## config.mk

```make
export PLATFORM = sky130hd
export DESIGN_NAME = board_ctrl_top
export DESIGN_NICKNAME = d
export VERILOG_FILES = /design/src/common/board_ctrl_pkg.sv /design/src/source/board_ctrl_top.sv /design/src/source/reg_bank.sv /design/src/spi/spi_deframer.sv /design/src/spi/spi_sampler.sv
export SDC_FILE = /design/constraint.sdc
export NUM_CORES = 1
export LEC_CHECK = 0
export BUFFER_PORTS_ARGS = -buffer_cell sky130_fd_sc_hd__buf_2
export CAP_MARGIN = 20
export CORE_MARGIN = 2
export CORE_UTILIZATION = 40
export DETAILED_ROUTE_END_ITERATION = 8
export GPL_TIMING_DRIVEN = 0
export RECOVER_POWER = 50
export SYNTH_ARGS = -nofsm -noshare
export SYNTH_HDL_FRONTEND = slang
export SYNTH_SLANG_ARGS = --single-unit
export TNS_END_PERCENT = 50
```

## constraint.sdc

```tcl
create_clock -name clk125M -period 2 [get_ports clk125M]
set_input_delay 0.4 -clock clk125M [delete_from_list [all_inputs] [get_ports clk125M]]
set_output_delay 0.4 -clock clk125M [all_outputs]
set_load 0.01 [all_outputs]
```

## src/common/board_ctrl_pkg.sv

```systemverilog
/*
 * board control package
 * widths, register map, firmware stamp and shared enums
 */

package board_ctrl_pkg;

    // --------------------------------------------------
    // widths
    // --------------------------------------------------
    localparam int REG_DW           = 16;   // register data width
    localparam int REG_AW           = 7;    // register address width
    localparam int CMD_W            = 8;    // opcode bit + address
    localparam int FRAME_BITS       = CMD_W + REG_DW;
    localparam int BIT_CNT_W        = $clog2(FRAME_BITS + 1);

    localparam int PORT_COUNT       = 4;    // ethernet ports
    localparam int TEST_ARRAY_COUNT = 4;    // scratch registers

    // --------------------------------------------------
    // read-only addresses
    // --------------------------------------------------
    localparam logic [REG_AW-1:0] RREG_FW_DATE_HI = 7'h00;
    localparam logic [REG_AW-1:0] RREG_FW_DATE_LO = 7'h01;
    localparam logic [REG_AW-1:0] RREG_FW_TIME_HI = 7'h02;
    localparam logic [REG_AW-1:0] RREG_FW_TIME_LO = 7'h03;
    localparam logic [REG_AW-1:0] RREG_MAC_LINK   = 7'h04;  // link bits in low bits
    localparam logic [REG_AW-1:0] RREG_CHANNEL_UP = 7'h05;  // bit 0
    localparam logic [REG_AW-1:0] RREG_MDIO_IN    = 7'h24;  // mdio pin, bit 0

    // --------------------------------------------------
    // read/write addresses
    // --------------------------------------------------
    localparam logic [REG_AW-1:0] REG_TEST_ARRAY  = 7'h10;  // 0x10..0x13
    localparam logic [REG_AW-1:0] REG_PHY_RST     = 7'h20;  // one bit per port, low = reset
    localparam logic [REG_AW-1:0] REG_MDC         = 7'h21;
    localparam logic [REG_AW-1:0] REG_MDIO_OUT    = 7'h22;
    localparam logic [REG_AW-1:0] REG_MDIO_DIR    = 7'h23;  // 1 = fpga drives mdio

    // build stamp, read back as hi/lo words
    localparam logic [31:0] FW_DATE = 32'h2024_0517;
    localparam logic [31:0] FW_TIME = 32'h0013_4500;

    // first bit of every spi frame
    typedef enum logic {
        OP_WRITE = 1'b0,
        OP_READ  = 1'b1
    } spi_op_e;

    // deframer state
    typedef enum logic [1:0] {
        ST_IDLE,
        ST_CMD,
        ST_DATA,
        ST_END
    } frame_state_e;

endpackage
```

## src/source/board_ctrl_top.sv

```systemverilog
/*
 * board control top
 * spi slave in front of the board register bank
 */
`timescale 1ns/1ps

module board_ctrl_top
    import board_ctrl_pkg::*;
(
    input  logic                  clk125M,
    input  logic                  rst_n_i,

    // host spi
    input  logic                  spi_cs_n_i,
    input  logic                  spi_sclk_i,
    input  logic                  spi_mosi_i,
    output logic                  spi_miso_o,

    // status
    input  logic [PORT_COUNT-1:0] mac_link_i,
    input  logic                  channel_up_i,

    // phy management
    output logic [PORT_COUNT-1:0] phy_rst_n_o,
    output logic                  mdc_o,
    output logic                  mdio_o,
    output logic                  mdio_oe_o,
    input  logic                  mdio_i
);

    // sampler -> deframer
    logic              sclk_rise;
    logic              sclk_fall;
    logic              mosi_bit;
    logic              cs_active;

    // deframer <-> register bank
    logic              rd_stb;
    logic              wr_stb;
    logic [REG_AW-1:0] rd_addr;
    logic [REG_AW-1:0] wr_addr;
    logic [REG_DW-1:0] wr_data;
    logic [REG_DW-1:0] rd_data;

    spi_sampler u_sampler (
        .clk125M     (clk125M),
        .rst_n_i     (rst_n_i),
        .spi_cs_n_i  (spi_cs_n_i),
        .spi_sclk_i  (spi_sclk_i),
        .spi_mosi_i  (spi_mosi_i),
        .sclk_rise_o (sclk_rise),
        .sclk_fall_o (sclk_fall),
        .mosi_bit_o  (mosi_bit),
        .cs_active_o (cs_active)
    );

    spi_deframer u_deframer (
        .clk125M     (clk125M),
        .rst_n_i     (rst_n_i),
        .sclk_rise_i (sclk_rise),
        .sclk_fall_i (sclk_fall),
        .mosi_bit_i  (mosi_bit),
        .cs_active_i (cs_active),
        .rd_data_i   (rd_data),
        .rd_stb_o    (rd_stb),
        .wr_stb_o    (wr_stb),
        .rd_addr_o   (rd_addr),
        .wr_addr_o   (wr_addr),
        .wr_data_o   (wr_data),
        .spi_miso_o  (spi_miso_o)
    );

    reg_bank u_reg_bank (
        .clk125M      (clk125M),
        .rst_n_i      (rst_n_i),
        .rd_stb_i     (rd_stb),
        .wr_stb_i     (wr_stb),
        .rd_addr_i    (rd_addr),
        .wr_addr_i    (wr_addr),
        .wr_data_i    (wr_data),
        .mac_link_i   (mac_link_i),
        .channel_up_i (channel_up_i),
        .mdio_i       (mdio_i),
        .rd_data_o    (rd_data),
        .phy_rst_n_o  (phy_rst_n_o),
        .mdc_o        (mdc_o),
        .mdio_o       (mdio_o),
        .mdio_oe_o    (mdio_oe_o)
    );

endmodule

```

## src/source/reg_bank.sv

```systemverilog
/*
 * board control register bank
 * scratch array, phy reset and mdio bit-bang registers, read mux
 */
`timescale 1ns/1ps

module reg_bank
    import board_ctrl_pkg::*;
(
    input  logic                  clk125M,
    input  logic                  rst_n_i,
    input  logic                  rd_stb_i,
    input  logic                  wr_stb_i,
    input  logic [REG_AW-1:0]     rd_addr_i,
    input  logic [REG_AW-1:0]     wr_addr_i,
    input  logic [REG_DW-1:0]     wr_data_i,
    input  logic [PORT_COUNT-1:0] mac_link_i,
    input  logic                  channel_up_i,
    input  logic                  mdio_i,
    output logic [REG_DW-1:0]     rd_data_o,
    output logic [PORT_COUNT-1:0] phy_rst_n_o,
    output logic                  mdc_o,
    output logic                  mdio_o,
    output logic                  mdio_oe_o
);

    logic [TEST_ARRAY_COUNT-1:0][REG_DW-1:0] test_array;
    logic [REG_DW-1:0]                       rd_mux;
    logic                                    ro_wr;

    // --------------------------------------------------
    // write side
    // --------------------------------------------------
    always_ff @(posedge clk125M) begin
        if (!rst_n_i) begin
            test_array  <= '0;
            phy_rst_n_o <= '0;  // phys held in reset
            mdc_o       <= 1'b0;
            mdio_o      <= 1'b0;
            mdio_oe_o   <= 1'b0;
        end else if (wr_stb_i) begin
            case (wr_addr_i)
                REG_PHY_RST:  phy_rst_n_o <= wr_data_i[PORT_COUNT-1:0];
                REG_MDC:      mdc_o       <= wr_data_i[0];
                REG_MDIO_OUT: mdio_o      <= wr_data_i[0];
                REG_MDIO_DIR: mdio_oe_o   <= wr_data_i[0];
                default: ;  // read-only or unmapped
            endcase
            for (int i = 0; i < TEST_ARRAY_COUNT; i++) begin
                if (wr_addr_i == REG_TEST_ARRAY + REG_AW'(i))
                    test_array[i] <= wr_data_i;
            end
        end
    end

    // --------------------------------------------------
    // read side
    // --------------------------------------------------
    always_comb begin
        rd_mux = '0;    // unmapped reads as zero
        case (rd_addr_i)
            RREG_FW_DATE_HI: rd_mux = FW_DATE[31:16];
            RREG_FW_DATE_LO: rd_mux = FW_DATE[15:0];
            RREG_FW_TIME_HI: rd_mux = FW_TIME[31:16];
            RREG_FW_TIME_LO: rd_mux = FW_TIME[15:0];
            RREG_MAC_LINK:   rd_mux = REG_DW'(mac_link_i);
            RREG_CHANNEL_UP: rd_mux = REG_DW'(channel_up_i);
            RREG_MDIO_IN:    rd_mux = REG_DW'(mdio_i);
            REG_PHY_RST:     rd_mux = REG_DW'(phy_rst_n_o);
            REG_MDC:         rd_mux = REG_DW'(mdc_o);
            REG_MDIO_OUT:    rd_mux = REG_DW'(mdio_o);
            REG_MDIO_DIR:    rd_mux = REG_DW'(mdio_oe_o);
            default: ;
        endcase
        for (int i = 0; i < TEST_ARRAY_COUNT; i++) begin
            if (rd_addr_i == REG_TEST_ARRAY + REG_AW'(i))
                rd_mux = test_array[i];
        end
    end

    always_ff @(posedge clk125M) begin
        if (!rst_n_i)
            rd_data_o <= '0;
        else if (rd_stb_i)
            rd_data_o <= rd_mux;    // valid one cycle after the strobe
    end

    assign ro_wr = wr_stb_i && (wr_addr_i inside {RREG_FW_DATE_HI, RREG_FW_DATE_LO,
                                                  RREG_FW_TIME_HI, RREG_FW_TIME_LO,
                                                  RREG_MAC_LINK, RREG_CHANNEL_UP,
                                                  RREG_MDIO_IN});

    // writes to read-only addresses must not land in any writable register
    a_ro_write_ignored : assert property (@(posedge clk125M) disable iff (!rst_n_i)
        ro_wr |=> $stable({test_array, phy_rst_n_o, mdc_o, mdio_o, mdio_oe_o}));

endmodule

```

## src/spi/spi_deframer.sv

```systemverilog
/*
 * spi deframer
 * turns 24-bit mode 0 frames into register strobes, shifts read data out
 */
`timescale 1ns/1ps

module spi_deframer
    import board_ctrl_pkg::*;
(
    input  logic              clk125M,
    input  logic              rst_n_i,
    input  logic              sclk_rise_i,
    input  logic              sclk_fall_i,
    input  logic              mosi_bit_i,
    input  logic              cs_active_i,
    input  logic [REG_DW-1:0] rd_data_i,
    output logic              rd_stb_o,
    output logic              wr_stb_o,
    output logic [REG_AW-1:0] rd_addr_o,
    output logic [REG_AW-1:0] wr_addr_o,
    output logic [REG_DW-1:0] wr_data_o,
    output logic              spi_miso_o
);

    frame_state_e         state;
    logic [BIT_CNT_W-1:0] bit_cnt;
    logic                 load_pend;    // rd_data is valid this cycle

    logic [CMD_W-2:0]     cmd_sr;
    logic [CMD_W-1:0]     cmd_next;
    logic [REG_DW-1:0]    data_sr;
    logic [REG_DW-1:0]    tx_sr;        // read data on its way to miso
    logic [REG_AW-1:0]    addr_q;
    spi_op_e              op_q;
    spi_op_e              op_next;

    assign cmd_next = {cmd_sr, mosi_bit_i};
    assign op_next  = spi_op_e'(cmd_next[CMD_W-1]);

    assign rd_addr_o = addr_q;
    assign wr_addr_o = addr_q;
    assign wr_data_o = data_sr;

    // --------------------------------------------------
    // frame FSM
    // --------------------------------------------------
    always_ff @(posedge clk125M) begin
        if (!rst_n_i) begin
            state      <= ST_IDLE;
            bit_cnt    <= '0;
            rd_stb_o   <= 1'b0;
            wr_stb_o   <= 1'b0;
            load_pend  <= 1'b0;
            spi_miso_o <= 1'b1;
        end else begin
            rd_stb_o  <= 1'b0;
            wr_stb_o  <= 1'b0;
            load_pend <= rd_stb_o;  // bank answers one cycle after the strobe

            if (!cs_active_i) begin
                // cs high ends or aborts the frame
                state      <= ST_IDLE;
                bit_cnt    <= '0;
                load_pend  <= 1'b0;
                spi_miso_o <= 1'b1;
            end else begin
                case (state)
                    ST_IDLE: begin
                        state   <= ST_CMD;
                        bit_cnt <= '0;
                    end
                    ST_CMD: begin
                        if (sclk_rise_i) begin
                            bit_cnt <= bit_cnt + 1'b1;
                            if (bit_cnt == BIT_CNT_W'(CMD_W - 1)) begin
                                state <= ST_DATA;
                                if (op_next == OP_READ)
                                    rd_stb_o <= 1'b1;   // fetched early so data leaves from bit 9
                            end
                        end
                    end
                    ST_DATA: begin
                        if (sclk_rise_i) begin
                            bit_cnt <= bit_cnt + 1'b1;
                            if (bit_cnt == BIT_CNT_W'(FRAME_BITS - 1)) begin
                                state <= ST_END;
                                if (op_q == OP_WRITE)
                                    wr_stb_o <= 1'b1;
                            end
                        end
                        if (sclk_fall_i)
                            spi_miso_o <= tx_sr[REG_DW-1];
                    end
                    ST_END: begin
                        // extra clocks are ignored until cs rises
                    end
                    default: state <= ST_IDLE;
                endcase
            end
        end
    end

    // --------------------------------------------------
    // shift registers
    // --------------------------------------------------
    always_ff @(posedge clk125M) begin
        if (state == ST_CMD && sclk_rise_i) begin
            cmd_sr <= cmd_next[CMD_W-2:0];
            if (bit_cnt == BIT_CNT_W'(CMD_W - 1)) begin
                op_q   <= op_next;
                addr_q <= cmd_next[REG_AW-1:0];
            end
        end

        if (state == ST_DATA && sclk_rise_i)
            data_sr <= {data_sr[REG_DW-2:0], mosi_bit_i};

        if (!cs_active_i)
            tx_sr <= '1;    // write frames clock out ones
        else if (load_pend)
            tx_sr <= rd_data_i;
        else if (state == ST_DATA && sclk_fall_i)
            tx_sr <= {tx_sr[REG_DW-2:0], 1'b1};
    end

    a_stb_exclusive : assert property (@(posedge clk125M) disable iff (!rst_n_i)
        !(rd_stb_o && wr_stb_o));

    // a write only completes on a full frame
    a_wr_full_frame : assert property (@(posedge clk125M) disable iff (!rst_n_i)
        wr_stb_o |-> bit_cnt == BIT_CNT_W'(FRAME_BITS));

endmodule

```

## src/spi/spi_sampler.sv

```systemverilog
/*
 * spi pin sampler
 * brings cs/sclk/mosi into clk125M and makes sclk edge pulses
 */
`timescale 1ns/1ps

module spi_sampler (
    input  logic clk125M,
    input  logic rst_n_i,
    input  logic spi_cs_n_i,
    input  logic spi_sclk_i,
    input  logic spi_mosi_i,
    output logic sclk_rise_o,
    output logic sclk_fall_o,
    output logic mosi_bit_o,
    output logic cs_active_o
);

    logic [1:0] cs_n_sync;
    logic [1:0] sclk_sync;
    logic [1:0] mosi_sync;
    logic       sclk_prev;  // last synced sclk level

    // two-flop synchronizers
    always_ff @(posedge clk125M) begin
        if (!rst_n_i) begin
            cs_n_sync <= 2'b11;
            sclk_sync <= 2'b00;
            mosi_sync <= 2'b00;
            sclk_prev <= 1'b0;
        end else begin
            cs_n_sync <= {cs_n_sync[0], spi_cs_n_i};
            sclk_sync <= {sclk_sync[0], spi_sclk_i};
            mosi_sync <= {mosi_sync[0], spi_mosi_i};
            sclk_prev <= sclk_sync[1];
        end
    end

    // edge pulses, registered so pin to pulse is 3 cycles
    always_ff @(posedge clk125M) begin
        if (!rst_n_i) begin
            sclk_rise_o <= 1'b0;
            sclk_fall_o <= 1'b0;
            mosi_bit_o  <= 1'b0;
            cs_active_o <= 1'b0;
        end else begin
            sclk_rise_o <= sclk_sync[1] & ~sclk_prev & ~cs_n_sync[1];
            sclk_fall_o <= ~sclk_sync[1] & sclk_prev & ~cs_n_sync[1];
            mosi_bit_o  <= mosi_sync[1];    // aligned with the rise pulse
            cs_active_o <= ~cs_n_sync[1];
        end
    end

    a_edges_exclusive : assert property (@(posedge clk125M) disable iff (!rst_n_i)
        !(sclk_rise_o && sclk_fall_o));

endmodule

```

== Word level (Yosys, flattened, before mapping) ==
Index checks and enable logic that the tools add are counted.

* Register bits: 156
* Input bits: 11
* Word-level logic and storage cells: 99

* $add $sub $neg: 1
* Equal/unequal tests: 23
* Multiplexer cells: 16
* Bitwise gates (word level): 7
* Reductions and logical operators: 24

{| class="wikitable"
|+ Operators by type and width
! kind !! number
|-
| 15-bit one-hot mux with 11 select lines || 1
|-
| 16-bit 2-to-1 mux || 6
|-
| 7-bit by 6-bit equality test with 1-bit output, second input constant || 5
|-
| 7-bit by 5-bit equality test with 1-bit output, second input constant || 4
|-
| 2-bit AND reduction || 12
|-
| 5-bit AND reduction || 3
|-
| 7-bit by 2-bit equality test with 1-bit output, second input constant || 2
|-
| 7-bit by 3-bit equality test with 1-bit output, second input constant || 2
|-
| 5-bit one-hot mux with 2 select lines || 1
|-
| 2-bit 2-to-1 mux || 4
|-
| 7-bit by 1-bit equality test with 1-bit output, second input constant || 1
|-
| 7-bit logical NOT || 1
|-
| 2-bit != test, second input constant || 3
|-
| 2-bit one-hot mux with 3 select lines || 1
|-
| 5-bit by 1-bit adder with 5-bit output, second input constant || 1
|-
| 5-bit by 3-bit equality test with 1-bit output, second input constant || 1
|-
| 5-bit equality test, second input constant || 1
|-
| 5-bit 2-to-1 mux || 1
|-
| 1-bit AND || 4
|-
| 2-bit by 1-bit != test with 1-bit output, second input constant || 2
|-
| 2-bit nonzero test || 2
|-
| 1-bit logical AND || 3
|-
| 1-bit NOT || 3
|-
| 3-bit nonzero test || 1
|-
| 5 further kinds || 6
|}

== Logic depth before layout (Yosys ltp) ==
* Depth after elaboration: 6
* Depth in mapped cells: 8

== By module ==
Synthesis repeated with hierarchy kept, for this count alone.

* Cell total of the unflattened synthesis: 654
* Area total of the unflattened synthesis: 6755.2 sq um

{| class="wikitable"
|+ By module, submodules not included
! module !! times used !! cells an instance !! area an instance (sq um) !! sequential area each (sq um)
|-
| reg_bank || 1 || 457 || 4095.2 || 1741.7
|-
| spi_deframer || 1 || 174 || 2347.3 || 1471.4
|-
| spi_sampler || 1 || 23 || 312.8 || 220.2
|}

== Worst setup path before layout ==
Ideal clock, no wire load.

* Path kind: register -> register
* From: register u_deframer.addr_q[6], in the netlist u_deframer.rd_addr_o[6]
* To: register u_reg_bank.test_array[22] in the netlist's numbering
* Library setup time: 0.128 ns
* Arrival time: 1.924 ns
* Data required time: 1.872 ns
* Slack: -0.051 ns
* Stages on the path, launching flop included: 7
* Clock period less this slack: 2.051 ns
* Cell sequence: edfxtp_1 -> or3_1 -> buf_2 -> nor4_4 -> buf_6 -> mux2i_1 -> nor2_1

* Word-level cells in the longest chain between the ends: 2

{| class="wikitable"
|+ RTL lines
! element !! RTL line !! text
|-
| start, declared || spi_deframer.sv:33 || <nowiki>logic [REG_AW-1:0] addr_q;</nowiki>
|-
| start signal, assigned || spi_deframer.sv:111 || <nowiki>addr_q <= cmd_next[REG_AW-1:0];</nowiki>
|-
| 7-bit by 5-bit equality test with 1-bit output || reg_bank.sv:50 || <nowiki>if (wr_addr_i == REG_TEST_ARRAY + REG_AW'(i))</nowiki>
|-
| 2-bit AND reduction (no source line) || - ||
|-
| end signal, assigned by index || reg_bank.sv:51 || <nowiki>test_array[i] <= wr_data_i;</nowiki>
|-
| end, declared || reg_bank.sv:27 || <nowiki>logic [TEST_ARRAY_COUNT-1:0][REG_DW-1:0] test_array;</nowiki>
|}

Every way passes these cells.
A chain may end at the register's enable or synchronous reset.

== Worst setup path after layout ==
* From: register u_deframer.addr_q[0], in the netlist u_deframer.rd_addr_o[0]
* To: register u_reg_bank.rd_data_o[0]

* Word-level cells in the longest chain between the ends: 6
* Elaborated cells between the ends (all ways): 20
* Classes of those cells: 14 x eq/ne; 5 x mux; 1 x reduce/logical

{| class="wikitable"
|+ RTL lines
! element !! RTL line !! text
|-
| 7-bit by 6-bit equality test with 1-bit output, or another cell as far along || reg_bank.sv:61 || <nowiki>case (rd_addr_i)</nowiki>
|-
| 15-bit one-hot mux with 11 select lines || reg_bank.sv:61 ||
|-
| 16-bit 2-to-1 mux (3 in series) || reg_bank.sv:76 || <nowiki>if (rd_addr_i == REG_TEST_ARRAY + REG_AW'(i))</nowiki>
|-
| 16-bit 2-to-1 mux (*) || reg_bank.sv:76 ||
|-
| end signal, assigned || reg_bank.sv:85 || <nowiki>rd_data_o <= rd_mux;</nowiki>
|-
| end, declared || reg_bank.sv:20 || <nowiki>output logic [REG_DW-1:0] rd_data_o,</nowiki>
|}

Every way passes the cells marked *; elsewhere a longest branch is shown, timed or not.

==> flow_metrics.tcl <==
set metrics [dict create \
    yosysMostFrequentCell "dfxtp_1" \
    drcViolationCount 0 \
    portBuffers 18 \
    end_kind "flip-flop" \
    die_h_um 132 \
    sw_frac_of_total_pct 21.6 \
    rsz0062_at_grt "yes" \
    num_rows 46 \
    fin_crit_ns 2.08 \
    p_int_mw 5.03 \
    relSlewSlack_pct 52.2 \
    pwr-share-seq_pct 49.9 \
    place_congestion 0.936 \
    finalHoldViolCount 0 \
    cts_root_buffer "clkbuf_16" \
    synthToLayoutAreaGrowth_pct 18.8 \
    yosysTopAreaCellShare_pct 38.1 \
    power.density_nw_per_um2 823 \
    synth_area_leaders "dfxtp_1 (38%), edfxtp_1 (14%), mux2i_1 (10%)" \
    p_comb_share_pct 1.2 \
    syn-mean-instance-area_um2 10.2 \
    crit_arrival_ns 2.43 \
    drt_iter0_drc 461 \
    power.total_mw 6.42 \
    cts_tree "done" \
    layout_setup_ws_ns -0.0752 \
    top_layer_used "met4" \
    postCtsHoldBufs 0 \
    reg2reg_from "u_deframer.rd_addr_o[0]" \
    cts_buffers 17 \
    p_sw_mw 1.39 \
    finalSetupViolations 1 \
    core_um2 15900 \
    antenna_found_initial 0 \
    start_kind "flip-flop" \
    syn-num-nets 659 \
    cts.sinks 156 \
    dr_wl_met3_um 1190 \
    vias_per_cell 5.46 \
    clk_pin_slew_ns 0.06 \
    wl_met1_um 8700 \
    synth_edf_count 31 \
    syn_inst 643 \
    finalSetupTns_ns -0.0752 \
    grt_pass1_wl_um 28600 \
    power.leakage_nw 2.74 \
    async_reset_ff_share_pct 0 \
    n_antenna_cell 0 \
    htreeDepth 4 \
    timing.final.crit_share_pct 104 \
    grt_start_max_net_pins 17 \
    ys_ff_latch 156 \
    boundaryPins 19 \
    hp-class "primary input to flip-flop" \
    final_layout_size_suffix_gt1_share_pct 17.8 \
    drt-total-wl_um 18300 \
    dieArea_um2 17500 \
    run_status "finished, violations left" \
    firstDrtPassIters 5 \
    die_x_um 132 \
    max_freq_ghz 0.482 \
    drtAntennaViolNets 0 \
    clock_latency_ns 0.43 \
    clkPwrFrac_pct 48.9 \
    nFillCells 1510 \
    maxCapViolations 0 \
    worstMarginPinSlew_ns 0.717 \
    start_util_pct 41.2 \
    vias 5055 \
    wl_met2_um 8290 \
    synthTopCellsByCount "dfxtp_1 (125), nand2_1 (70), mux2i_1 (68), nor2_1 (68), a21oi_1 (39)" \
    slew_violations 0 \
    place_ws_ns -0.700 \
    synth_flop_cell "dfxtp_1" \
    synth_largest_area_cell "dfxtp_1" \
    timing.critical_path.fanout_max 10 \
    yosysWarnings 0 \
    grt_use_total_pct 21.6 \
    cts_buffer_depth 2 \
    overflow 0 \
    hpwl_um 12500 \
    avgRoutedWirePerCell_um 19.8 \
    critical_path.startpoint "u_deframer.rd_addr_o[0]" \
    final_nets 712 \
    synth.distinct_cells 56 \
    ys_seq_area_share_pct 52.3 \
    synthesis.area_um2 6570 \
    cp.required_ns 2.35 \
    hold_path_startpoint "spi_cs_n_i" \
    grt_pass1_vias 4956 \
    skew_ns 0.0102 \
    worstSetupPathType "flip-flop to flip-flop" \
    ir_drop_mv 0.770 \
    violations "negative setup slack" \
]
final timing paths:
path	slack [ns]	endpoint	depth (start not counted)
worst max-delay path	-0.08	u_reg_bank.rd_data_o[0]	7
worst min-delay path	0.17	u_sampler.cs_n_sync[0]	2
worst max register to register	-0.08	u_reg_bank.rd_data_o[0]	7
worst min register to register	0.41	u_sampler.cs_n_sync[1]	1
cell type report:
| class | count | area [um^2] | share of cell area, % |
|---|---|---|---|
| tap | 216 | 270 | 3.46 |
| timing repair buffer | 39 | 253 | 3.24 |
| inverter | 8 | 30.0 | 0.385 |
| clock inverter | 11 | 76.3 | 0.978 |
| clock buffer | 21 | 504 | 6.46 |
| sequential | 156 | 3430 | 44.0 |
| multi-input combinational | 434 | 3010 | 38.6 |
| buffer | 40 | 226 | 2.90 |
sequential cells by signal (all words and copies together) (netlist names), 2 cells and up:
name	count
u_deframer.state	2
u_deframer.cmd_sr	7
u_reg_bank.test_array	64
u_deframer.bit_cnt	5
u_deframer.tx_sr	16
u_reg_bank.phy_rst_n_o	4
u_deframer.rd_addr_o	7
u_deframer.wr_data_o	16
u_sampler.mosi_sync	2
u_reg_bank.rd_data_o	16
u_sampler.cs_n_sync	2
u_sampler.sclk_sync	2
repair_timing:
action / 4_1_cts / 5_1_grt
pin swaps: 5 / 4
gates resized for setup: 42 / 18
endpoints found under the setup margin: 112 / 73
cloned: 2 / 0
setup buffers: 12 / 6
cell usage in the layout (no fill, tap or decap), types with 4 or more instances in the layout:
cell type / n
dfxtp_1: 125
nor2_1: 68
nor2b_1: 7
mux2_2: 17
nor3b_1: 6
nand3_1: 17
buf_6: 5
and3_1: 5
and2_0: 4
nand4_1: 5
edfxtp_1: 31
and2_1: 5
ha_1: 5
buf_4: 19
a21oi_1: 39
buf_2: 13
clkbuf_1: 28
mux2i_1: 68
nand3b_1: 4
clkbuf_16: 20
a211oi_1: 7
clkbuf_4: 4
clkbuf_2: 7
mux4_2: 7
nand2_1: 69
inv_1: 7
o21ai_0: 18
nand2b_1: 14
power groups by stage:
stage	registers, mW	clock network, mW	logic (mW)
finish	3.20	3.14	0.0791
global route	3.20	3.34	0.0851
CTS	3.20	3.20	0.0792
detailed placement	3.27	0	0.0787
global placement	3.27	0	0.0768
floorplan	3.27	0	0.0418
routing by layer:
layer  GRT usage, %  up-vias
met3           5.96       13
met2           32.9      144
met5              0        -
met4           5.80        0
met1           30.2     2504
li1               -     2394
logic make-up after synthesis:
| logic type | share of synthesized area (%) |
|---|---|
| AOI/OAI and AO/OA | 9.31 |
| and+or+nand+nor | 17.9 |
| DFF | 52.3 |
| adders and majority gates | 0.952 |
| xor gates and xnor gates | 0.533 |
| buffers and inverters | 3.33 |
| muxes | 15.7 |
per-stage QoR:
step	area [um^2]	std cells	utilization, %	hold WS [ns]
finish	7810	925	49.0	0.167
global route	7810	925	49.0	0.169
CTS	7720	921	48.4	0.147
detailed placement	6930	878	43.5	0.393
global placement	6930	877	43.5	0.397
floorplan	6570	643	-	0.386
worst max-delay path, stage by stage (launching register included):
cell and delay [ns]:
edfxtp_1 0.32, buf_2 0.29, clkbuf_4 0.30, clkbuf_2 0.30, nand2_1 0.12, a211oi_1 0.36, mux2i_1 0.13, o22ai_1 0.17
Power figures use the tool's default switching activity.
